<file path="src/logic/binner_cfg.svh">
/*
 * Width and size defines for the tile binner
 * edge count, coordinate, coefficient, edge value and shift widths
 */
`ifndef BINNER_CFG_SVH
`define BINNER_CFG_SVH

// three edges per triangle
`define BINNER_EDGE_N 3

// tile index and pixel coordinate
`define BINNER_COORD_W 16

// a and b coefficients, signed
`define BINNER_COEF_W 16

// c term, signed
`define BINNER_CONST_W 32

// a*x + b*y + c with corners up to 17 bits, room to spare
`define BINNER_EVAL_W 40

// log2 of the tile size in pixels
`define BINNER_SHIFT_W 4

`endif

</file>
<file path="src/logic/binner_ctl_pkg.sv">
/*
 * Control enums for the binner
 * walker FSM states and tile classes
 */
package binner_ctl_pkg;

    // walker FSM
    typedef enum logic [1:0] {
        W_IDLE  = 2'd0,
        W_STEP  = 2'd1,
        W_DRAIN = 2'd2
    } walk_state_e;

    // outcome of the TR/TA tests for one tile
    typedef enum logic [1:0] {
        TC_REJECT  = 2'd0,
        TC_PARTIAL = 2'd1,
        TC_FULL    = 2'd2
    } tile_class_e;

endpackage

</file>
<file path="src/logic/raster_geom_pkg.sv">
/*
 * Geometry types for the binner
 * coordinates, edge coefficients, edge values and the tile shift
 */
`include "binner_cfg.svh"

package raster_geom_pkg;

    // unsigned tile index or pixel coordinate
    typedef logic [`BINNER_COORD_W-1:0] coord_t;

    // a and b terms of an edge equation
    typedef logic signed [`BINNER_COEF_W-1:0] coef_t;

    // c term of an edge equation
    typedef logic signed [`BINNER_CONST_W-1:0] const_t;

    // edge value at a corner, sign gives the side
    typedef logic signed [`BINNER_EVAL_W-1:0] eval_t;

    // tile size as a power of two
    typedef logic [`BINNER_SHIFT_W-1:0] shift_t;

endpackage

</file>
<file path="src/logic/tile_classifier.sv">
/*
 * tile_classifier: TR/TA sign tests, output register for one tile,
 * raster and shader queue writes, stall and busy
 */
`include "binner_cfg.svh"

module tile_classifier (
    input  logic                     clk,
    input  logic                     i_rst,
    input  logic                     i_walk_busy,
    input  logic                     i_tr_valid,
    input  raster_geom_pkg::eval_t   i_tr_value [`BINNER_EDGE_N],
    input  raster_geom_pkg::eval_t   i_ta_value [`BINNER_EDGE_N],
    input  raster_geom_pkg::coord_t  i_tile_x,
    input  raster_geom_pkg::coord_t  i_tile_y,
    input  logic                     i_raster_full,
    input  logic                     i_shader_full,
    output logic                     o_stall,
    output logic                     o_busy,
    output logic                     o_raster_write,
    output logic                     o_shader_write,
    output raster_geom_pkg::coord_t  o_tile_x,
    output raster_geom_pkg::coord_t  o_tile_y
);

    binner_ctl_pkg::tile_class_e w_class;
    binner_ctl_pkg::tile_class_e r_class;
    logic                        r_valid;
    logic                        w_tr_neg;
    logic                        w_ta_pos;

    always_comb begin
        w_tr_neg = 1'b0;
        w_ta_pos = 1'b1;
        for (int e = 0; e < `BINNER_EDGE_N; e++) begin
            w_tr_neg = w_tr_neg | (i_tr_value[e] < 0);
            w_ta_pos = w_ta_pos & (i_ta_value[e] >= 0);
        end
        if (w_tr_neg) begin
            w_class = binner_ctl_pkg::TC_REJECT;
        end else if (w_ta_pos) begin
            w_class = binner_ctl_pkg::TC_FULL;
        end else begin
            w_class = binner_ctl_pkg::TC_PARTIAL;
        end
    end

    // a rejected tile sits here one cycle and is never written
    assign o_raster_write = r_valid && (r_class == binner_ctl_pkg::TC_PARTIAL) && !i_raster_full;
    assign o_shader_write = r_valid && (r_class == binner_ctl_pkg::TC_FULL) && !i_shader_full;

    assign o_stall = r_valid &&
                     (((r_class == binner_ctl_pkg::TC_PARTIAL) && i_raster_full) ||
                      ((r_class == binner_ctl_pkg::TC_FULL) && i_shader_full));

    assign o_busy = i_walk_busy || i_tr_valid || r_valid;

    always_ff @(posedge clk) begin
        if (i_rst) begin
            r_valid <= 1'b0;
            r_class <= binner_ctl_pkg::TC_REJECT;
        end else if (!o_stall) begin
            r_valid <= i_tr_valid;
            r_class <= w_class;
        end
    end

    always_ff @(posedge clk) begin
        if (!o_stall) begin
            o_tile_x <= i_tile_x;
            o_tile_y <= i_tile_y;
        end
    end

    a_one_write: assert property (@(posedge clk) disable iff (i_rst)
        !(o_raster_write && o_shader_write));

    a_no_write_full: assert property (@(posedge clk) disable iff (i_rst)
        (i_raster_full |-> !o_raster_write) and (i_shader_full |-> !o_shader_write));

endmodule

</file>
<file path="config.mk">
export PLATFORM = sky130hd
export DESIGN_NAME = tile_classifier
export DESIGN_NICKNAME = d
export VERILOG_FILES = /design/src/logic/binner_ctl_pkg.sv /design/src/logic/raster_geom_pkg.sv /design/src/logic/tile_classifier.sv
export VERILOG_INCLUDE_DIRS = /design/src /design/src/logic
export SDC_FILE = /design/constraint.sdc
export NUM_CORES = 1
export LEC_CHECK = 0
export BUFFER_PORTS_ARGS = -buffer_cell sky130_fd_sc_hd__buf_2
export CORE_AREA = 4 4 120 122
export DETAILED_ROUTE_END_ITERATION = 16
export DIE_AREA = 0 0 124 126
export GPL_TIMING_DRIVEN = 0
export PLACE_DENSITY_LB_ADDON = 0.1
export SLEW_MARGIN = 10
export SYNTH_ARGS = -nofsm -noshare
export SYNTH_HDL_FRONTEND = slang
export SYNTH_SLANG_ARGS = --single-unit
</file>
<file path="constraint.sdc">
create_clock -name clk -period 2.5 [get_ports clk]
set_input_delay 0.5 -clock clk [delete_from_list [all_inputs] [get_ports clk]]
set_output_delay 0.5 -clock clk [all_outputs]
set_load 0.05 [all_outputs]
</file>
# After elaboration in Yosys (flattened, before gate mapping)
# Cells that the tools add are included.
# classes
magnitude_cmp	6
n_eq_ne	2
n_mux	2
bitwise	4
reduce_logical	12
# op_table
operator	n
greater-or-equal comparator 40 x 1 -> 1 bit, second input constant	3
< comparator 40 x 1 -> 1 bit, second input constant	3
logical AND 1 bit	7
2-to-1 mux 2 bit	2
logical OR 1 bit	3
AND 1 bit	2
equality test 2 x 1 -> 1 bit, second input constant	1
equality test 2 bit, second input constant	1
zero test 1 bit	2
OR 1 bit	2
# totals
regBits	35
output_inout_bits	36
elab_cells	30

# Depth between registers and ports, before layout
# depth
depth_word	5
ltp_mapped	3
depth_no_buf	3

# Least setup slack after synthesis
# No wires, ideal clock.
# synth_timing
path_type	input-to-output
start	input port i_raster_full
end	output port o_stall
arrival_time_ns	2.420
t_required_ns	2.000
path_slack_ns	-0.420
cell_stages	3
path_buffers	0
path_cell_list	and4b_4 a31oi_2 inv_1
# synth_via
elab_chain_len	3
# synth_rtl
item	line	rtl
start: declaration	tile_classifier.sv:16	input logic i_raster_full,
logical AND 1 bit	tile_classifier.sv:53	(((r_class == binner_ctl_pkg::TC_PARTIAL) && i_raster_full) ||
logical OR 1 bit	tile_classifier.sv:53	
logical AND 1 bit	tile_classifier.sv:52	assign o_stall = r_valid &&
end: declaration	tile_classifier.sv:18	output logic o_stall,
# Every way passes these cells.

# Final worst setup path
# layout_timing
start	register r_valid
end	output port o_stall
# layout_via
elab_chain_len	1
# layout_rtl
item	line	rtl
start: declaration	tile_classifier.sv:28	logic r_valid;
start signal: assignment	tile_classifier.sv:63	r_valid <= i_tr_valid;
logical AND 1 bit	tile_classifier.sv:52	
# Every way passes these cells.

==> flow_metrics.env <==
export IMPL_root_buffer="clkbuf_16"
export IMPL_cts_buffers=5
export IMPL_cts_tree="done"
export IMPL_dp_slack_ps=-170
export IMPL_wl_per_cell_um=15.3
export IMPL_drive_gt1_share_pct=65.7
export IMPL_synth_seq_cells=35
export IMPL_finalSetupViolCount=0
export IMPL_htreeDepth=2
export IMPL_clk_latency_ps=280
export IMPL_skew_ps=4.41
export IMPL_fmax_mhz=432
export IMPL_clockBufferDepth=2
export IMPL_final_core_util_pct=14.7
export IMPL_core_area_mm2=0.0132
export IMPL_dp_hpwl_um=3710
export IMPL_drtAntennaViolNets=0
export IMPL_boundaryPins=314
export IMPL_yosysTopAreaCellShare_pct=84.6
export IMPL_firstDrtPassIters=3
export IMPL_synthCells=52
export IMPL_p_leak_uw=0.000803
export IMPL_min_path_type="in2reg"
export IMPL_grt_pass1_vias=917
export IMPL_track_usage_pct=6.20
export IMPL_tns_ps=0
export IMPL_post_synth_top_area_cell="edfxtp_1"
export IMPL_rows=42
export IMPL_cp_start_kind="flop"
export IMPL_power_density_mw_per_mm2=807
export IMPL_grt_max_degree=19
export IMPL_maxCapViolCount=0
export IMPL_period_share_pct=92.5
export IMPL_routed_via_density=2.59
export IMPL_place_gp_congestion=0.654
export IMPL_overflow=0
export IMPL_worstMarginPinSlew_ps=1140
export IMPL_worstPathCellList="and4b_4, a31oi_4, inv_1, buf_2"
export IMPL_final_area_mm2=0.00194
export IMPL_dieArea_mm2=0.0156
export IMPL_syn_nets=330
export IMPL_synth_area_top_cells="edfxtp_1 85%, dfxtp_1 5.3%, and4b_4 1.2%"
export IMPL_hold_viol_final=0
export IMPL_slowest_stage="a31oi_4"
export IMPL_syn_avg_cell_area_um2=21.8
export IMPL_syn_area_mm2=0.00114
export IMPL_yosys_warnings=0
export IMPL_slew_viol_final=0
export IMPL_start_util_pct=8.61
export IMPL_fp_dieH_um=126
export IMPL_fin_nets=417
export IMPL_ys_seq_area_share_pct=89.9
export IMPL_rsz0062_at_grt="false"
export IMPL_slowest_delay_ps=540
export IMPL_remaining_drc_errors=0
export IMPL_syn_to_final_growth_pct=71.0
export IMPL_crit_type="reg2out"
export IMPL_dpl_instance_area_mm2=0.00177
export IMPL_slew_headroom_pct=23.9
export IMPL_crit_buf_inv=2
export IMPL_fillers=1467
export IMPL_diodes=0
export IMPL_first_iter_violations=34
export IMPL_cts_sinks=35
export IMPL_drt_wl_total_um=4840
export IMPL_antenna_found_initial=1
export IMPL_worstSetupEndpointType="output port"
export IMPL_min_period_ps=2310
export IMPL_hold_buffers=0
export IMPL_power_total_uw=1570
export IMPL_outcome="finished clean"
export IMPL_vias=818
export IMPL_grt_pass1_wl_um=6600
export IMPL_finalWorstSetupSlack_ps=188
export IMPL_ir_drop_mv=0.206
export IMPL_arrival_ps=1810
export IMPL_port_buffers=79
export IMPL_synth_cell_types=15
export IMPL_die_w_um=124
export IMPL_crit_fanout=18
export IMPL_cp_top_family="compound AO/OA/AOI/OAI gates"
export IMPL_cp_required_ps=2000
export IMPL_clkTransAtPathRegs_ps=60
[layout by cell type (no fill, tap or decap), types with 2 or more instances in the layout]
cell and n:
buf_2 79, edfxtp_1 32, clkbuf_16 5, dfxtp_1 3
nand2_1 2, inv_1 2, nor3_1 2, a21oi_1 2
[cell families after synthesis]
logic type / Yosys count / share of synthesized area [%]
AOI/OAI and AO/OA: 5 / 3.85
buffers and inverters: 2 / 0.661
DFF: 35 / 89.9
and+or+nand+nor: 10 / 5.62
[per-stage QoR]
step                      hold WS [ps]  std cells
after floorplan                    569         52
after global placement             656        307
after detailed placement           678        307
after CTS                          382        316
after global routing               382        316
final                              394        316
[cell usage after synthesis, drive strengths merged]
cell,n
nor2,1
a21oi,2
dfxtp,3
nand2b,1
a211oi,1
nand2,2
and4b,1
edfxtp,32
inv,2
nor2b,1
a31o,1
nor3,2
nor4bb,1
a31oi,1
or3,1
[area by class of cell]
class	instances	area, um^2	share of cell area (%)
flip-flops and latches	35	1020	52.5
repair buffers	79	395	20.3
well taps	176	220	11.3
multi-input cells	16	135	6.95
clock buffers	5	125	6.44
clock inverters	3	38.8	2.00
inverters	2	7.51	0.386
[state kept, by name, indices dropped and copies added, names as in the netlist]
signal / flops
o_tile_x: 16
o_tile_y: 16
r_class: 2
r_valid: 1
[report_power, final]
group / internal (uW) / switching (uW)
clock network: 465 / 234
logic: 46.7 / 136
registers: 670 / 15.9
total: 1180 / 386
[worst register-to-register path: cells and delay by family (launching register included)]
kind,cells,cell delay (ps)
AND/OR/NAND/NOR,1,270
AO/OA/AOI/OAI,1,880
flip-flops,1,400
[per-layer routing]
| layer | routed length (um) | GRT usage, % | vias up |
|---|---|---|---|
| li1 | - | - | 378 |
| met1 | 2390 | 8.52 | 381 |
| met2 | 1920 | 8.21 | 49 |
| met3 | 434 | 3.14 | 8 |
| met4 | 77 | 2.32 | 2 |
| met5 | 13 | 0 | - |
[repair_timing]
item | 4_1_cts | 5_1_grt
resized for setup | 0 | 0
hold endpoints to repair | 0 | 0
endpoints found under the setup margin | 1 | 0
buffers inserted | 0 | 0
[worst paths after layout]
check / start / endpoint / slack [ps] / cells past startpoint
setup / recovery: r_valid$_SDFFE_PP0N_ / o_stall / 190 / 4
setup reg to reg: r_valid$_SDFFE_PP0N_ / o_tile_y[5]$_DFFE_PN_ / 550 / 2
hold / removal: i_tile_x[13] / o_tile_x[13]$_DFFE_PN_ / 390 / 1
hold reg to reg: r_class[0]$_SDFFE_PP0N_ / r_class[1]$_SDFFE_PP0N_ / 710 / 2
(Power assumes the default switching activity.)
