<file path="config.mk">
export PLATFORM = sky130hd
export DESIGN_NAME = edge_corner_eval
export DESIGN_NICKNAME = d
export VERILOG_FILES = /design/src/logic/raster_geom_pkg.sv /design/src/logic/edge_corner_eval.sv
export VERILOG_INCLUDE_DIRS = /design/src /design/src/logic
export SDC_FILE = /design/constraint.sdc
export NUM_CORES = 2
export LEC_CHECK = 0
export BUFFER_PORTS_ARGS = -buffer_cell sky130_fd_sc_hd__buf_4
export CORE_MARGIN = 2
export CORE_UTILIZATION = 60
export CTS_CLUSTER_DIAMETER = 50
export DETAILED_ROUTE_END_ITERATION = 10
export GPL_TIMING_DRIVEN = 0
export PLACE_DENSITY_LB_ADDON = 0.1
export RECOVER_POWER = 25
export SYNTH_ARGS = -nofsm -noshare
export SYNTH_HDL_FRONTEND = slang
export SYNTH_SLANG_ARGS = --single-unit
</file>
<file path="constraint.sdc">
create_clock -name clk -period 27.6 [get_ports clk]
set_clock_uncertainty 0.05 [all_clocks]
set_input_delay 1.38 -clock clk [delete_from_list [all_inputs] [get_ports clk]]
set_output_delay 1.38 -clock clk [all_outputs]
set_load 0.03 [all_outputs]
</file>
<file path="src/logic/binner_cfg.svh">
/*
 * Width and size defines for the tile binner
 * edge count, coordinate, coefficient, edge value and shift widths
 */
`ifndef BINNER_CFG_SVH
`define BINNER_CFG_SVH

// three edges per triangle
`define BINNER_EDGE_N 3

// tile index and pixel coordinate
`define BINNER_COORD_W 16

// a and b coefficients, signed
`define BINNER_COEF_W 16

// c term, signed
`define BINNER_CONST_W 32

// a*x + b*y + c with corners up to 17 bits, room to spare
`define BINNER_EVAL_W 40

// log2 of the tile size in pixels
`define BINNER_SHIFT_W 4

`endif

</file>
<file path="src/logic/raster_geom_pkg.sv">
/*
 * Geometry types for the binner
 * coordinates, edge coefficients, edge values and the tile shift
 */
`include "binner_cfg.svh"

package raster_geom_pkg;

    // unsigned tile index or pixel coordinate
    typedef logic [`BINNER_COORD_W-1:0] coord_t;

    // a and b terms of an edge equation
    typedef logic signed [`BINNER_COEF_W-1:0] coef_t;

    // c term of an edge equation
    typedef logic signed [`BINNER_CONST_W-1:0] const_t;

    // edge value at a corner, sign gives the side
    typedef logic signed [`BINNER_EVAL_W-1:0] eval_t;

    // tile size as a power of two
    typedef logic [`BINNER_SHIFT_W-1:0] shift_t;

endpackage

</file>
<file path="src/logic/edge_corner_eval.sv">
/*
 * edge_corner_eval: all edge values at the TR corner (TAKE_MAX set)
 * or the TA corner (TAKE_MAX clear) of a tile, one register stage
 */
`include "binner_cfg.svh"

module edge_corner_eval #(
    parameter bit TAKE_MAX = 1'b1
) (
    input  logic                     clk,
    input  logic                     i_rst,
    input  logic                     i_stall,
    input  logic                     i_tile_valid,
    input  raster_geom_pkg::coord_t  i_tile_x,
    input  raster_geom_pkg::coord_t  i_tile_y,
    input  raster_geom_pkg::coord_t  i_px,
    input  raster_geom_pkg::coord_t  i_py,
    input  raster_geom_pkg::coef_t   i_edge_a [`BINNER_EDGE_N],
    input  raster_geom_pkg::coef_t   i_edge_b [`BINNER_EDGE_N],
    input  raster_geom_pkg::const_t  i_edge_c [`BINNER_EDGE_N],
    input  raster_geom_pkg::shift_t  i_tile_shift,
    output logic                     o_valid,
    output raster_geom_pkg::coord_t  o_tile_x,
    output raster_geom_pkg::coord_t  o_tile_y,
    output raster_geom_pkg::eval_t   o_value [`BINNER_EDGE_N]
);

    // one extra bit so the far corner of the last tile still fits
    logic [`BINNER_COORD_W:0]  w_size;
    logic [`BINNER_COORD_W:0]  w_cx [`BINNER_EDGE_N];
    logic [`BINNER_COORD_W:0]  w_cy [`BINNER_EDGE_N];
    logic [`BINNER_EDGE_N-1:0] w_far_x;
    logic [`BINNER_EDGE_N-1:0] w_far_y;
    raster_geom_pkg::eval_t    w_value [`BINNER_EDGE_N];

    assign w_size = (`BINNER_COORD_W+1)'(1) << i_tile_shift;

    always_comb begin
        for (int e = 0; e < `BINNER_EDGE_N; e++) begin
            // max corner lies toward positive coefficients, min corner opposite
            w_far_x[e] = TAKE_MAX ? (i_edge_a[e] >= 0) : (i_edge_a[e] < 0);
            w_far_y[e] = TAKE_MAX ? (i_edge_b[e] >= 0) : (i_edge_b[e] < 0);
            w_cx[e] = {1'b0, i_px} + (w_far_x[e] ? w_size : '0);
            w_cy[e] = {1'b0, i_py} + (w_far_y[e] ? w_size : '0);
            w_value[e] = i_edge_a[e] * raster_geom_pkg::eval_t'(w_cx[e])
                       + i_edge_b[e] * raster_geom_pkg::eval_t'(w_cy[e])
                       + raster_geom_pkg::eval_t'(i_edge_c[e]);
        end
    end

    always_ff @(posedge clk) begin
        if (i_rst) begin
            o_valid <= 1'b0;
        end else if (!i_stall) begin
            o_valid <= i_tile_valid;
        end
    end

    always_ff @(posedge clk) begin
        if (!i_stall) begin
            o_tile_x <= i_tile_x;
            o_tile_y <= i_tile_y;
            o_value  <= w_value;
        end
    end

endmodule

</file>
After elaboration in Yosys (flattened, before gate mapping)
Cells that the tools add are included.
{"block": "op_classes", "addsub": 12, "n_mul": 6, "magnitude_cmp": 6, "n_shift": 1, "muxes": 6}
{"cell": "multiplier 16 x 18 -> 34 bit", "n": 6}
{"cell": "adder 35 x 32 -> 36 bit", "n": 3}
{"cell": "adder 34 x 34 -> 35 bit", "n": 3}
{"cell": "adder 16 x 17 -> 17 bit", "n": 6}
{"cell": "two-way mux 17 bit", "n": 6}
{"cell": ">= comparator 16 x 1 -> 1 bit, second input constant", "n": 6}
{"cell": "<< shifter 1 x 4 -> 17 bit, first input constant", "n": 1}
{"block": "totals", "register_bits": 153, "input_bits": 264, "output_inout_bits": 153}

Longest topological paths before layout
{"block": "depth", "word_depth": 6, "mapped_depth": 40}

Worst setup path after synthesis
OpenSTA, ideal clock, no wires.
{"block": "synth_path", "path_type": "input port to flip-flop", "startpoint": "in i_edge_a[31] (netlist bit)", "endpoint": "reg o_value[72] (netlist bit), data pin", "setup_time_ps": 260, "arrival_time_ps": 10423, "t_required_ps": 27290, "slack_ps": 16866, "stages": 36, "n_path_buf": 4, "cell_sequence": "clkbuf_1 > clkbuf_1 > nor2_1 > ha_1 > fa_1 > a21o_1 > a21oi_2 > o21ai_1 > a211o_1 > a2111o_1 > nand2_1 > xnor2_1 > clkbuf_1 > and2_1 > fa_1 > fa_1 > inv_1 > fa_1 > fa_1 > inv_1 > fa_1 > fa_1 > fa_1 > inv_1 > fa_1 > inv_1 > ha_1 > clkbuf_1 > a21oi_1 > o21ai_0 > a311o_1 > a22o_1 > o21a_1 > a211o_1 > a21oi_1 > xnor2_1"}
{"item": "start, declared", "line": "edge_corner_eval.sv:18", "source": "input raster_geom_pkg::coef_t i_edge_a [`BINNER_EDGE_N],"}
{"item": "end signal, assigned", "line": "edge_corner_eval.sv:63", "source": "o_value <= w_value;"}
{"item": "end, declared", "line": "edge_corner_eval.sv:25", "source": "output raster_geom_pkg::eval_t o_value [`BINNER_EDGE_N]"}

==> flow_summary_export.csv <==
group,metric,value,unit
floorplanning,die_h,345.5,um
worst_setup_path,endpoint_kind,"flip-flop",
detailed_routing,wirelength,218300,um
layout,fillers,10100,
layout,area_growth,7.907,%
timing,min_period,12890,ps
timing,finalHoldViolations,0,
detailed_routing,antenna_left,0,
detailed_routing,vias,53920,
timing,max_freq,77.55,MHz
yosys,synth.net_count,10200,
layout,drive_gt1_share,6.162,%
cts,post_cts_buffers,0,
timing,tightest_slew,4380,ps
worst_setup_path,crit_top_cell,"fa_1",
floorplanning,start_util,60.39,%
worst_setup_path,worst-r2r-setup-slack,26960,ps
cts,clockBufferDepth,2,
yosys,synth_area,69990,um2
flow_run,cap_violations,2,
global_route,antenna_found_initial,28,
yosys,synth_edf_count,140,
floorplanning,die_w,345.5,um
cts,ctsHoldBuffers,0,
yosys,async_flop_share,0,%
place,gp_congestion,1.008,
yosys,avgSynthCellArea,9.170,um2
floorplanning,io_pins,417,
cts,cts_root_buffer,"clkbuf_16",
detailed_routing,initialDrtViolationCount,4106,
cts,insertion_delay,480,ps
hold_path,hp-class,"reg2reg",
global_route,grt_max_degree,79,
yosys,ys_seq_area_share,6.035,%
cts,clock_sinks,141,
worst_setup_path,slowest_delay,830,ps
yosys,synth_ff_type,"edfxtp_1",
detailed_routing,drc,0,
timing,setup_viol,0,
place,place_area,74940,um2
layout,finish.instance_area,75520,um2
status,violations,"capacitance limit, slew limit",
worst_setup_path,cp.required,27780,ps
global_route,grt_pass1_vias,57050,
floorplanning,coreArea,115900,um2
detailed_routing,wire_per_inst,22.72,um
yosys,synth_seq_cells,141,
global_route,track_usage,37.67,%
worst_setup_path,worstSetupPathType,"in2reg",
timing,drv_slew,143,
worst_setup_path,crit_path_start_kind,"primary input",
cts,clk_pin_slew_worst_paths,70,ps
detailed_routing,drt_pass1_iterations,6,
cts,cts_resized,0,
yosys,yosysUniqueCellTypes,77,
cts,cts_tree,"done",
timing,rsz0062_at_grt,"false",
timing,slew_headroom,-192.0,%
layout,fin_nets,10620,
place,dp_hpwl,191700,um
detailed_routing,via_per_inst,5.612,
global_route,grt_overflow_total,0,
timing,tns,0,ps
worst_setup_path,cpMaxStageDelayCell,"xnor2_1",
floorplanning,die_area,119400,um2
global_route,grt_pass1_wl,334700,um
worst_setup_path,cp_num_buf_inv,6,
yosys,synthCells,7632,
timing,fin_crit_sh,46.72,%
yosys,yosysWarnings,0,
cts,cts_buffers,17,
cts,htreeDepth,4,
place,io_buffer_count,401,
worst_setup_path,crit_fanout,10,
worst_setup_path,critical-path-top-delay-family,"adder cells",
floorplanning,core.rowCount,125,
worst_setup_path,arrival,13070,ps
status,status,"complete, but fails checks",
==> cell families (layout without fill, tap and decap cells) <==
family / Yosys count / in the layout / share of synthesized area (%)
adder cells (fa/ha/maj): 2304 / 2304 / 57.83
buffers and inverters: 2251 / 2685 / 12.17
AND/OR/NAND/NOR: 2219 / 2219 / 16.29
AO/OA/AOI/OAI: 499 / 499 / 4.850
XOR/XNOR: 167 / 167 / 2.090
flip-flops: 141 / 141 / 6.035
multiplexers: 51 / 51 / 0.7383
other: 0 / 17 / 0
==> worst min-delay path: stages (launching register included) <==
cell and delay (ps):
dfxtp_1 340, mux2i_1 70, nor2_1 70
==> state kept, by name, indices dropped and copies added, names as in the netlist <==
| signal | cells |
|---|---|
| o_tile_x | 16 |
| o_tile_y | 16 |
| o_valid | 1 |
| o_value | 108 |
==> placed cells by master (no fill, tap or decap), types with 16 or more instances in the layout <==
cell and instances:
a211oi_1 21, a21o_1 82, a21oi_1 142, a31oi_1 17, and2_1 708, and3_1 42, and3b_1 24, buf_4 382
clkbuf_1 282, clkbuf_16 17, clkbuf_4 32, diode_2 17, edfxtp_1 140, fa_1 1551, ha_1 753, inv_1 1939
mux2i_1 46, nand2_1 760, nand2b_1 76, nand3_1 80, nand3b_1 24, nand4_1 17, nor2_1 255, nor2b_1 71
nor3_1 59, nor3b_1 48, o2111ai_1 16, o21a_1 19, o21ai_0 63, o21bai_1 17, o31ai_1 16, xnor2_1 119
xor2_1 48
==> synthesized netlist by cell type (21+ instances only) <==
master | n | area share (%)
clkbuf_1 | 279 | 1.5
edfxtp_1 | 140 | 6.0
inv_1 | 1940 | 10
nand3b_1 | 24 | 0.26
and3b_1 | 24 | 0.30
nor3b_1 | 48 | 0.51
a21oi_1 | 142 | 1.0
mux2i_1 | 46 | 0.66
nor2b_1 | 71 | 0.63
nand2_1 | 760 | 4.1
fa_1 | 1551 | 44
nand3_1 | 80 | 0.57
a211oi_1 | 21 | 0.23
nor2_1 | 255 | 1.4
nand2b_1 | 76 | 0.68
xnor2_1 | 119 | 1.5
and3_1 | 42 | 0.38
o21ai_0 | 63 | 0.45
a21o_1 | 82 | 0.88
ha_1 | 753 | 13
and2_1 | 708 | 6.3
nor3_1 | 59 | 0.42
xor2_1 | 48 | 0.60
==> final timing paths <==
| path | from | depth (start not counted) | to |
|---|---|---|---|
| worst max-delay path | i_tile_shift[2] | 36 | o_value[34] |
| worst min-delay path | o_valid | 2 | o_valid |
| worst max register to register | o_valid | 2 | o_valid |
| worst min register to register | o_valid | 2 | o_valid |
==> area by class of cell <==
cell class	count	area, um2	share of cell area, %
tap	1524	1907	2.525
sequential	141	4224	5.593
timing repair buffer	402	3010	3.986
clock inverter	14	143.9	0.1905
clock buffer	18	429.2	0.5683
multi-input combinational	5240	57250	75.80
inverter	1942	7291	9.654
antenna	17	42.54	0.05633
buffer	309	1227	1.625
==> routing by layer <==
metal | routed length [um] | global-route usage, %
met5 | 103 | 0
met4 | 17400 | 24.02
met3 | 19280 | 7.595
met2 | 99740 | 59.19
met1 | 81740 | 47.93
==> metrics by stage <==
| stage | utilization, % | cells | hold slack, ps | setup slack [ps] |
|---|---|---|---|---|
| finish | 65.17 | 9607 | 467.4 | 14710 |
| CTS | 65.16 | 9590 | 471.4 | 15000 |
| global placement | 64.63 | 9557 | 431.6 | 14560 |
| global route | 65.15 | 9598 | 514.9 | 14360 |
| detailed placement | 64.66 | 9558 | 455.4 | 14520 |
| floorplan | - | 7632 | 587.2 | 16870 |
Power is left out: the tool's default activity adds up to more than one toggle a clock period on the data nets, which glitch-free logic cannot reach.
