<file path="src/logic/binner_cfg.svh">
/*
 * Width and size defines for the tile binner
 * edge count, coordinate, coefficient, edge value and shift widths
 */
`ifndef BINNER_CFG_SVH
`define BINNER_CFG_SVH

// three edges per triangle
`define BINNER_EDGE_N 3

// tile index and pixel coordinate
`define BINNER_COORD_W 16

// a and b coefficients, signed
`define BINNER_COEF_W 16

// c term, signed
`define BINNER_CONST_W 32

// a*x + b*y + c with corners up to 17 bits, room to spare
`define BINNER_EVAL_W 40

// log2 of the tile size in pixels
`define BINNER_SHIFT_W 4

`endif

</file>
<file path="src/logic/binner_ctl_pkg.sv">
/*
 * Control enums for the binner
 * walker FSM states and tile classes
 */
package binner_ctl_pkg;

    // walker FSM
    typedef enum logic [1:0] {
        W_IDLE  = 2'd0,
        W_STEP  = 2'd1,
        W_DRAIN = 2'd2
    } walk_state_e;

    // outcome of the TR/TA tests for one tile
    typedef enum logic [1:0] {
        TC_REJECT  = 2'd0,
        TC_PARTIAL = 2'd1,
        TC_FULL    = 2'd2
    } tile_class_e;

endpackage

</file>
<file path="src/logic/raster_geom_pkg.sv">
/*
 * Geometry types for the binner
 * coordinates, edge coefficients, edge values and the tile shift
 */
`include "binner_cfg.svh"

package raster_geom_pkg;

    // unsigned tile index or pixel coordinate
    typedef logic [`BINNER_COORD_W-1:0] coord_t;

    // a and b terms of an edge equation
    typedef logic signed [`BINNER_COEF_W-1:0] coef_t;

    // c term of an edge equation
    typedef logic signed [`BINNER_CONST_W-1:0] const_t;

    // edge value at a corner, sign gives the side
    typedef logic signed [`BINNER_EVAL_W-1:0] eval_t;

    // tile size as a power of two
    typedef logic [`BINNER_SHIFT_W-1:0] shift_t;

endpackage

</file>
<file path="src/logic/tile_walker.sv">
/*
 * tile_walker: latches one triangle and its tile rectangle,
 * then issues tile indices and pixel origins in raster order
 */
`include "binner_cfg.svh"

module tile_walker (
    input  logic                     clk,
    input  logic                     i_rst,
    input  logic                     i_stall,
    input  logic                     i_valid,
    input  raster_geom_pkg::coef_t   i_edge_a [`BINNER_EDGE_N],
    input  raster_geom_pkg::coef_t   i_edge_b [`BINNER_EDGE_N],
    input  raster_geom_pkg::const_t  i_edge_c [`BINNER_EDGE_N],
    input  raster_geom_pkg::coord_t  i_min_tx,
    input  raster_geom_pkg::coord_t  i_min_ty,
    input  raster_geom_pkg::coord_t  i_tiles_x,
    input  raster_geom_pkg::coord_t  i_tiles_y,
    input  raster_geom_pkg::shift_t  i_tile_shift,
    output logic                     o_busy,
    output logic                     o_tile_valid,
    output raster_geom_pkg::coord_t  o_tile_x,
    output raster_geom_pkg::coord_t  o_tile_y,
    output raster_geom_pkg::coord_t  o_px,
    output raster_geom_pkg::coord_t  o_py,
    output raster_geom_pkg::coef_t   o_edge_a [`BINNER_EDGE_N],
    output raster_geom_pkg::coef_t   o_edge_b [`BINNER_EDGE_N],
    output raster_geom_pkg::const_t  o_edge_c [`BINNER_EDGE_N],
    output raster_geom_pkg::shift_t  o_tile_shift
);

    binner_ctl_pkg::walk_state_e r_state;
    raster_geom_pkg::coord_t     r_min_tx;
    raster_geom_pkg::coord_t     r_tiles_x;
    raster_geom_pkg::coord_t     r_tiles_y;
    raster_geom_pkg::coord_t     r_cnt_x;
    raster_geom_pkg::coord_t     r_cnt_y;
    logic                        r_drain;
    logic                        w_accept;
    logic                        w_last_x;
    logic                        w_last_y;

    // an empty rectangle has nothing to walk, so it is not taken
    assign w_accept = (r_state == binner_ctl_pkg::W_IDLE) && i_valid &&
                      (i_tiles_x != '0) && (i_tiles_y != '0);

    assign w_last_x = (r_cnt_x == r_tiles_x - 1'b1);
    assign w_last_y = (r_cnt_y == r_tiles_y - 1'b1);

    // one tile per cycle in W_STEP
    assign o_busy       = (r_state == binner_ctl_pkg::W_STEP);
    assign o_tile_valid = (r_state == binner_ctl_pkg::W_STEP);

    // tile origin in pixels
    assign o_px = o_tile_x << o_tile_shift;
    assign o_py = o_tile_y << o_tile_shift;

    always_ff @(posedge clk) begin
        if (i_rst) begin
            r_state <= binner_ctl_pkg::W_IDLE;
            r_cnt_x <= '0;
            r_cnt_y <= '0;
            r_drain <= 1'b0;
        end else begin
            case (r_state)
                binner_ctl_pkg::W_IDLE: begin
                    if (w_accept) begin
                        r_state <= binner_ctl_pkg::W_STEP;
                        r_cnt_x <= '0;
                        r_cnt_y <= '0;
                    end
                end
                binner_ctl_pkg::W_STEP: begin
                    if (!i_stall) begin
                        if (w_last_x) begin
                            r_cnt_x <= '0;
                            if (w_last_y) begin
                                r_state <= binner_ctl_pkg::W_DRAIN;
                                r_drain <= 1'b0;
                            end else begin
                                r_cnt_y <= r_cnt_y + 1'b1;
                            end
                        end else begin
                            r_cnt_x <= r_cnt_x + 1'b1;
                        end
                    end
                end
                binner_ctl_pkg::W_DRAIN: begin
                    // last tile needs two moving cycles to leave the classifier
                    if (!i_stall) begin
                        if (r_drain) begin
                            r_state <= binner_ctl_pkg::W_IDLE;
                        end
                        r_drain <= !r_drain;
                    end
                end
                default: begin
                    r_state <= binner_ctl_pkg::W_IDLE;
                end
            endcase
        end
    end

    // triangle latch and tile index, x fastest
    always_ff @(posedge clk) begin
        if (w_accept) begin
            o_edge_a     <= i_edge_a;
            o_edge_b     <= i_edge_b;
            o_edge_c     <= i_edge_c;
            o_tile_shift <= i_tile_shift;
            r_min_tx     <= i_min_tx;
            r_tiles_x    <= i_tiles_x;
            r_tiles_y    <= i_tiles_y;
            o_tile_x     <= i_min_tx;
            o_tile_y     <= i_min_ty;
        end else if (o_busy && !i_stall) begin
            if (w_last_x) begin
                o_tile_x <= r_min_tx;
                if (!w_last_y) begin
                    o_tile_y <= o_tile_y + 1'b1;
                end
            end else begin
                o_tile_x <= o_tile_x + 1'b1;
            end
        end
    end

    a_cnt_in_range: assert property (@(posedge clk) disable iff (i_rst)
        o_busy |-> (r_cnt_x < r_tiles_x) && (r_cnt_y < r_tiles_y));

endmodule

</file>
<file path="config.mk">
export PLATFORM = sky130hd
export DESIGN_NAME = tile_walker
export DESIGN_NICKNAME = d
export VERILOG_FILES = /design/src/logic/binner_ctl_pkg.sv /design/src/logic/raster_geom_pkg.sv /design/src/logic/tile_walker.sv
export VERILOG_INCLUDE_DIRS = /design/src /design/src/logic
export SDC_FILE = /design/constraint.sdc
export NUM_CORES = 1
export LEC_CHECK = 0
export ABC_CLOCK_PERIOD_IN_PS = 17100
export BUFFER_PORTS_ARGS = -buffer_cell sky130_fd_sc_hd__buf_2
export CORE_ASPECT_RATIO = 0.5
export CORE_MARGIN = 8
export CORE_UTILIZATION = 45
export CTS_CLUSTER_SIZE = 10
export DETAILED_ROUTE_END_ITERATION = 10
export GPL_TIMING_DRIVEN = 1
export PLACE_DENSITY = 0.74
export SLEW_MARGIN = 20
export SYNTH_ARGS = -nofsm -noshare
export SYNTH_HDL_FRONTEND = slang
export SYNTH_SLANG_ARGS = --single-unit
</file>
<file path="constraint.sdc">
create_clock -name clk -period 17.1 [get_ports clk]
set_input_delay 2.565 -clock clk [delete_from_list [all_inputs] [get_ports clk]]
set_output_delay 2.565 -clock clk [all_outputs]
set_load 0.05 [all_outputs]
</file>
---- After elaboration in Yosys (flattened, before gate mapping) ----
Cells that the tools add are included.
word-level totals
  register bits ........................... 311
  input bits .............................. 264
operators by class
  add/subtract/negate cells ............... 6
  equal/unequal tests ..................... 12
  shift-type cells ........................ 2
  multiplexer cells ....................... 27
  reduce and logical (&&, ||, !) cells .... 18
operators by type and width
  kind                   number
  $mux 16                13
  $add 16x1->16 const B  4
  $pmux 16 s2            2
  $eq 16x16->1           2
  $reduce_bool 16->1     2
  $shl 16x4->16          2
  $sub 16x1->16 const B  2
  $mux 2                 6
  $ne 2x2->1 const B     6
  $reduce_and 5->1       2
  $reduce_bool 2->1      4
  $pmux 2 s3             1
  $reduce_and 3->1       2
  $reduce_and 6->1       1
  $logic_and 1x1->1      4
  $mux 1                 4
  $ne 2x1->1 const B     2
  $eq 2x1->1 const B     1
  $eq 2x2->1 const B     1
  $logic_not 1->1        2
  $logic_not 2->1        1
  $pmux 1 s2             1

---- Logic depth before layout (Yosys ltp) ----
  depth after elaboration ................. 6
  gate-level depth with buffers ........... 11
  mapped depth without buffers ............ 10

---- Worst setup path before layout ----
No wires, ideal clock.
  path kind ............................... input -> register
  start ................................... in i_tiles_y[0]
  end ..................................... reg o_tile_y[0], data pin
  library setup time ...................... 570 ps
  arrival time ............................ 10337 ps
  required time ........................... 16530 ps
  setup slack ............................. 6193 ps
  stages .................................. 7
  path buffers ............................ 3
  cell sequence ........................... nor4_1 nand4_1 and4_1 clkbuf_1 clkbuf_1 clkbuf_1 o21ai_0
between the ends
  cells in the longest elaborated chain, start to end .. 3
ends and longest elaborated chain
  what                  RTL line            RTL
  start, declared       tile_walker.sv:18   input raster_geom_pkg::coord_t i_tiles_y,
  $reduce_bool 16->1    tile_walker.sv:45   (i_tiles_x != '0) && (i_tiles_y != '0);
  $logic_and 1x1->1     tile_walker.sv:45
  net w_accept          tile_walker.sv:39   logic w_accept;
  $mux 16               tile_walker.sv:106  if (w_accept) begin
  end signal, assigned  tile_walker.sv:115  o_tile_y <= i_min_ty;
  end signal, assigned  tile_walker.sv:120  o_tile_y <= o_tile_y + 1'b1;
  end, declared         tile_walker.sv:23   output raster_geom_pkg::coord_t o_tile_y,
The timed path passes the listed nets, and every way through them passes these cells.
A chain may end at the register's enable or synchronous reset.

---- Final worst setup path ----
  start ................................... in i_tiles_y[9]
  end ..................................... reg r_cnt_x[6]
between the ends
  cells in the longest elaborated chain, start to end .. 4
ends and longest elaborated chain
  what                               RTL line           RTL
  $reduce_bool 16->1                 tile_walker.sv:45
  $logic_and 1x1->1                  tile_walker.sv:45
  $ne 2x2->1 (no source line)        -
  $reduce_and 3->1 (no source line)  -
  end signal, assigned               tile_walker.sv:84  r_cnt_x <= r_cnt_x + 1'b1;
  end, declared                      tile_walker.sv:36  raster_geom_pkg::coord_t r_cnt_x;
Every way passes these cells.

==> impl_summary.log <==
[metrics] result of the run: finished, final reports clean
[metrics] Buf/Inv on CP: 2
[metrics] horizontal die dimension: between 200 and 300 µm
[metrics] Yosys warnings: 0
[metrics] number of vias in the routed layout: 10200
[metrics] setup slack of the worst register-to-register path: 12.78 ns
[metrics] IO Count: 526
[metrics] half-perimeter wire length after detailed placement: 33300 µm
[metrics] number of nets in the final layout: 1789
[metrics] global router's overall resource usage: 0.2235
[metrics] leakage component of the power: 6.952 nW
[metrics] final count of negative-setup-slack endpoints: 0
[metrics] die footprint: 35500 µm²
[metrics] total of flip-flops plus latches after synthesis: 311
[metrics] Filler cells: 2362
[metrics] layout cells sized above 1: 0.3857
[metrics] Max-cap violations: 0
[metrics] hold buffer count at CTS: 0
[metrics] CTS root buffer: sky130_fd_sc_hd__clkbuf_16
[metrics] capturing instance or port of the critical path: r_cnt_x[6]$_SDFFE_PP0P_
[metrics] CORE AREA: 28960 µm²
[metrics] number of instances resized during post-cts repair: 0
[metrics] 1st-iter DRT viols: 785
[metrics] kind of cell adding the most delay to the critical path: simple AND/OR/NAND/NOR gates
[metrics] Critical Path Stages: 10
[metrics] Clock Sink Count: 311
[metrics] hold violation count in the final report: 0
[metrics] number of buffers inserted by post-CTS setup repair: 0
[metrics] Hold Path Class: reg -> reg
[metrics] TritonCTS clock tree: built
[metrics] capturing point of the worst reg2reg path: r_cnt_y[9]$_SDFFE_PP0P_
[metrics] GRT Residual Overflow: 0
[metrics] WL final: 42480 µm
[metrics] Arr. time, crit path: about 5.6 ns
[metrics] post-detailed-route count of antenna-violating nets: 0
[metrics] # DRC: 0
[metrics] unrepaired setup endpoints after global routing: no
[metrics] slowest CP cell: sky130_fd_sc_hd__clkinv_1
[metrics] signed area change from the synthesized netlist to the final layout: 30.66%
[metrics] vertical die dimension: roughly 140 µm
[metrics] Unique masters post-synth: 59
[metrics] post-place setup slack: 11.32 ns
[metrics] power density over the cells: 114.4 nW/µm²
[metrics] largest fanout on the critical path: 57
[metrics] global placer's final weighted congestion: 0.9258
[metrics] Clock Path Buffers: 3
[metrics] worst clock skew: 0.01444 ns
[metrics] Post-Place Cells: 1871
[metrics] Worst IR Drop VDD: 91.09 µV
[metrics] Worst-path clk slew: 0.06 ns
[metrics] Final Critical Period: 5.239 ns
[metrics] nets in the synthesized netlist: around 1300
[metrics] Critical R2R Launch: r_tiles_x[3]$_DFFE_PP_
[metrics] number of levels in the clock H-tree: 2
[metrics] Critical Path RT: 17.46 ns
[metrics] kind of critical path: in -> reg
[metrics] final setup TNS: 0 ns
[metrics] Worst Slack Setup Final: 11.86 ns
[metrics] multi-input logic area: roughly 4000 µm²
[metrics] crit start category: primary input
[metrics] startpoint of the most critical setup path: i_tiles_y[9]
[metrics] clock latency on the worst-skew pair: 0.52 ns
[metrics] post-route insts no fill: about 1900
[metrics] Port Buffers: 525
[metrics] starting utilization of the core area: 0.4573
[metrics] Tightest Pin Transition: around 1.3 ns
[metrics] Placement Rows: 44
[metrics] largest incremental delay on the critical path: 0.66 ns
[metrics] TritonRoute pass-1 iters: 5
[metrics] Async SR Flop Fraction: 0
[metrics] final max-slew violation count: 0
[metrics] Sequential Area: 8989 µm²
[metrics] Period Utilization, post-route: 0.3064
[metrics] pin count of the biggest net entering global routing: 204
[metrics] initial antenna violation count: 6
[metrics] Most Frequent Cell on Critical Path: sky130_fd_sc_hd__nor2_1
[metrics] cell area after technology mapping: between 10000 and 15000 µm²
[metrics] Cell Chain, Critical Path: buf_2 -> nor4_1 -> nand4_1 -> and4_4 -> nor2_1 -> clkinv_1 -> and4_1 -> nand3_1 -> xor2_1 -> nor2_1
[metrics] number of vias per cell: 5.277
[metrics] wire length of the first global-routing pass: 61870 µm
[metrics] TritonCTS Buffers: 37
[metrics] endpoint type of the worst setup path: flip-flop
[metrics] post-synthesis average cell area: 13.31 µm²
[metrics] flip-flop cell with the highest count after synthesis: sky130_fd_sc_hd__edfxtp_1
[metrics] Seq/Total Area, Yosys: 0.6788
[metrics] worst reg2reg path depth: 8
[metrics] gate count of the mapped netlist: 995
[metrics] post-DR wirelength/cell: 21.99 µm
[metrics] number of enable flip-flop cells after synthesis: between 200 and 300
[metrics] headroom to the max-slew limit: 0.1422
[metrics] Fmax achieved: 190.9 MHz
[metrics] number of global-route vias before repair: 10320
## layout make-up
cell class              instances  share of cell area
inverters                      17            0.003688
clock inverters                 3            0.002603
repair buffers                531              0.1552
diodes                          1           0.0001446
well taps                     391             0.02828
clock buffers                  57             0.05908
multi-input cells             621              0.2315
flip-flops and latches        311              0.5195
## worst min-delay path, cell delays in order (launching register included)
cell and delay (ns):
sky130_fd_sc_hd__dfxtp_1 0.33, sky130_fd_sc_hd__o21ai_0 0.07, sky130_fd_sc_hd__a21oi_1 0.06
## metal layers
layer  share of wire  wire [µm]  track usage
met5         0.00080         34            0
met3           0.066       2816      0.06016
met2            0.54      22750       0.4178
met4           0.015        637      0.04386
met1            0.38      16230       0.2586
## cell families (layout without fill, tap and decap cells)
group,after synthesis,count (layout),synth area share
buf+inv,63,608,0.01890
simple gates,319,319,0.1243
xor+xnor,87,87,0.05755
mux,51,51,0.04469
compound gates,158,158,0.07011
other cells,0,1,0
fa+ha+maj,6,6,0.005669
flops,311,311,0.6788
## cells in the final DEF, fill, tap and decap left out, drive strengths merged, types with 3 or more instances in the layout
cell type | synthesis | final
mux2i | 40 | 40
nor3 | 19 | 19
nor3b | 5 | 5
a31oi | 8 | 8
a21oi | 48 | 48
o211ai | 5 | 5
xnor2 | 51 | 51
nand3 | 29 | 29
ha | 6 | 6
o2111ai | 3 | 3
or2 | 3 | 3
dfxtp | 35 | 35
xor2 | 36 | 36
and2 | 3 | 3
edfxtp | 276 | 276
nor2 | 71 | 71
mux4 | 6 | 6
and4 | 6 | 6
mux2 | 5 | 5
nor2b | 19 | 19
buf | 16 | 531
clkinv | 2 | 3
a211oi | 12 | 12
o22ai | 6 | 6
nand4 | 20 | 20
inv | 15 | 17
clkbuf | 30 | 57
or4 | 7 | 7
nand2b | 5 | 5
nand2 | 77 | 77
o21ai | 56 | 56
nor4 | 21 | 21
or3 | 19 | 19
a31o | 3 | 3
and3 | 9 | 9
## Yosys cell counts, drive strengths merged, types with 5 or more instances
cell / instances / area share
a211oi: 12 / 0.0068
a21oi: 48 / 0.018
a31oi: 8 / 0.0038
and3: 9 / 0.0043
and4: 6 / 0.0040
buf: 16 / 0.0056
clkbuf: 30 / 0.0085
dfxtp: 35 / 0.053
edfxtp: 276 / 0.63
ha: 6 / 0.0057
inv: 15 / 0.0043
mux2: 5 / 0.0043
mux2i: 40 / 0.030
mux4: 6 / 0.010
nand2: 77 / 0.022
nand2b: 5 / 0.0024
nand3: 29 / 0.011
nand4: 20 / 0.0094
nor2: 71 / 0.020
nor2b: 19 / 0.0090
nor3: 19 / 0.0076
nor3b: 5 / 0.0032
nor4: 21 / 0.012
o211ai: 5 / 0.0028
o21ai: 56 / 0.021
o22ai: 6 / 0.0028
or3: 19 / 0.0090
or4: 7 / 0.0043
xnor2: 51 / 0.034
xor2: 36 / 0.024
## report_power, final
part	total (mW)	switching [mW]	internal, mW	leakage, nW
clock	0.707	0.294	0.412	0.512
sequential	0.919	0.0318	0.887	2.93
combinational	0.354	0.263	0.0909	3.51
## sequential cells by signal (all words and copies together), names as in the netlist, 4 cells and up
register	flops
r_tiles_x	16
o_tile_y	16
r_min_tx	16
o_edge_c	96
o_edge_a	48
o_tile_x	16
r_cnt_y	16
o_tile_shift	4
o_edge_b	48
r_tiles_y	16
r_cnt_x	16
## through the flow
stage | instance area (µm²) | total power [mW] | util | hold slack (ns)
6_report | 17300 | 1.979 | 0.5975 | 0.5095
5_1_grt | 17300 | 2.043 | 0.5974 | 0.5565
4_1_cts | 17300 | 1.992 | 0.5974 | 0.5153
3_5_place_dp | 16230 | 1.288 | 0.5605 | 0.5044
3_3_place_gp | 16230 | 1.281 | 0.5605 | 0.4878
2_1_floorplan | 13240 | 1.188 | - | 0.4679
## worst min path at each step
stage / start / end / slack [ns] / cells past startpoint
final: r_cnt_y[15]$_SDFFE_PP0P_ / r_cnt_y[15]$_SDFFE_PP0P_ / 0.51 / 2
after global routing: r_cnt_y[1]$_SDFFE_PP0P_ / r_cnt_y[1]$_SDFFE_PP0P_ / 0.56 / 2
after CTS: r_cnt_y[15]$_SDFFE_PP0P_ / r_cnt_y[15]$_SDFFE_PP0P_ / 0.52 / 2
after detailed placement: r_cnt_y[15]$_SDFFE_PP0P_ / r_cnt_y[15]$_SDFFE_PP0P_ / 0.50 / 2
after floorplan: r_cnt_y[1]$_SDFFE_PP0P_ / r_cnt_y[1]$_SDFFE_PP0P_ / 0.47 / 2
after global placement: r_cnt_y[15]$_SDFFE_PP0P_ / r_cnt_y[15]$_SDFFE_PP0P_ / 0.49 / 2
(Power assumes the default switching activity.)
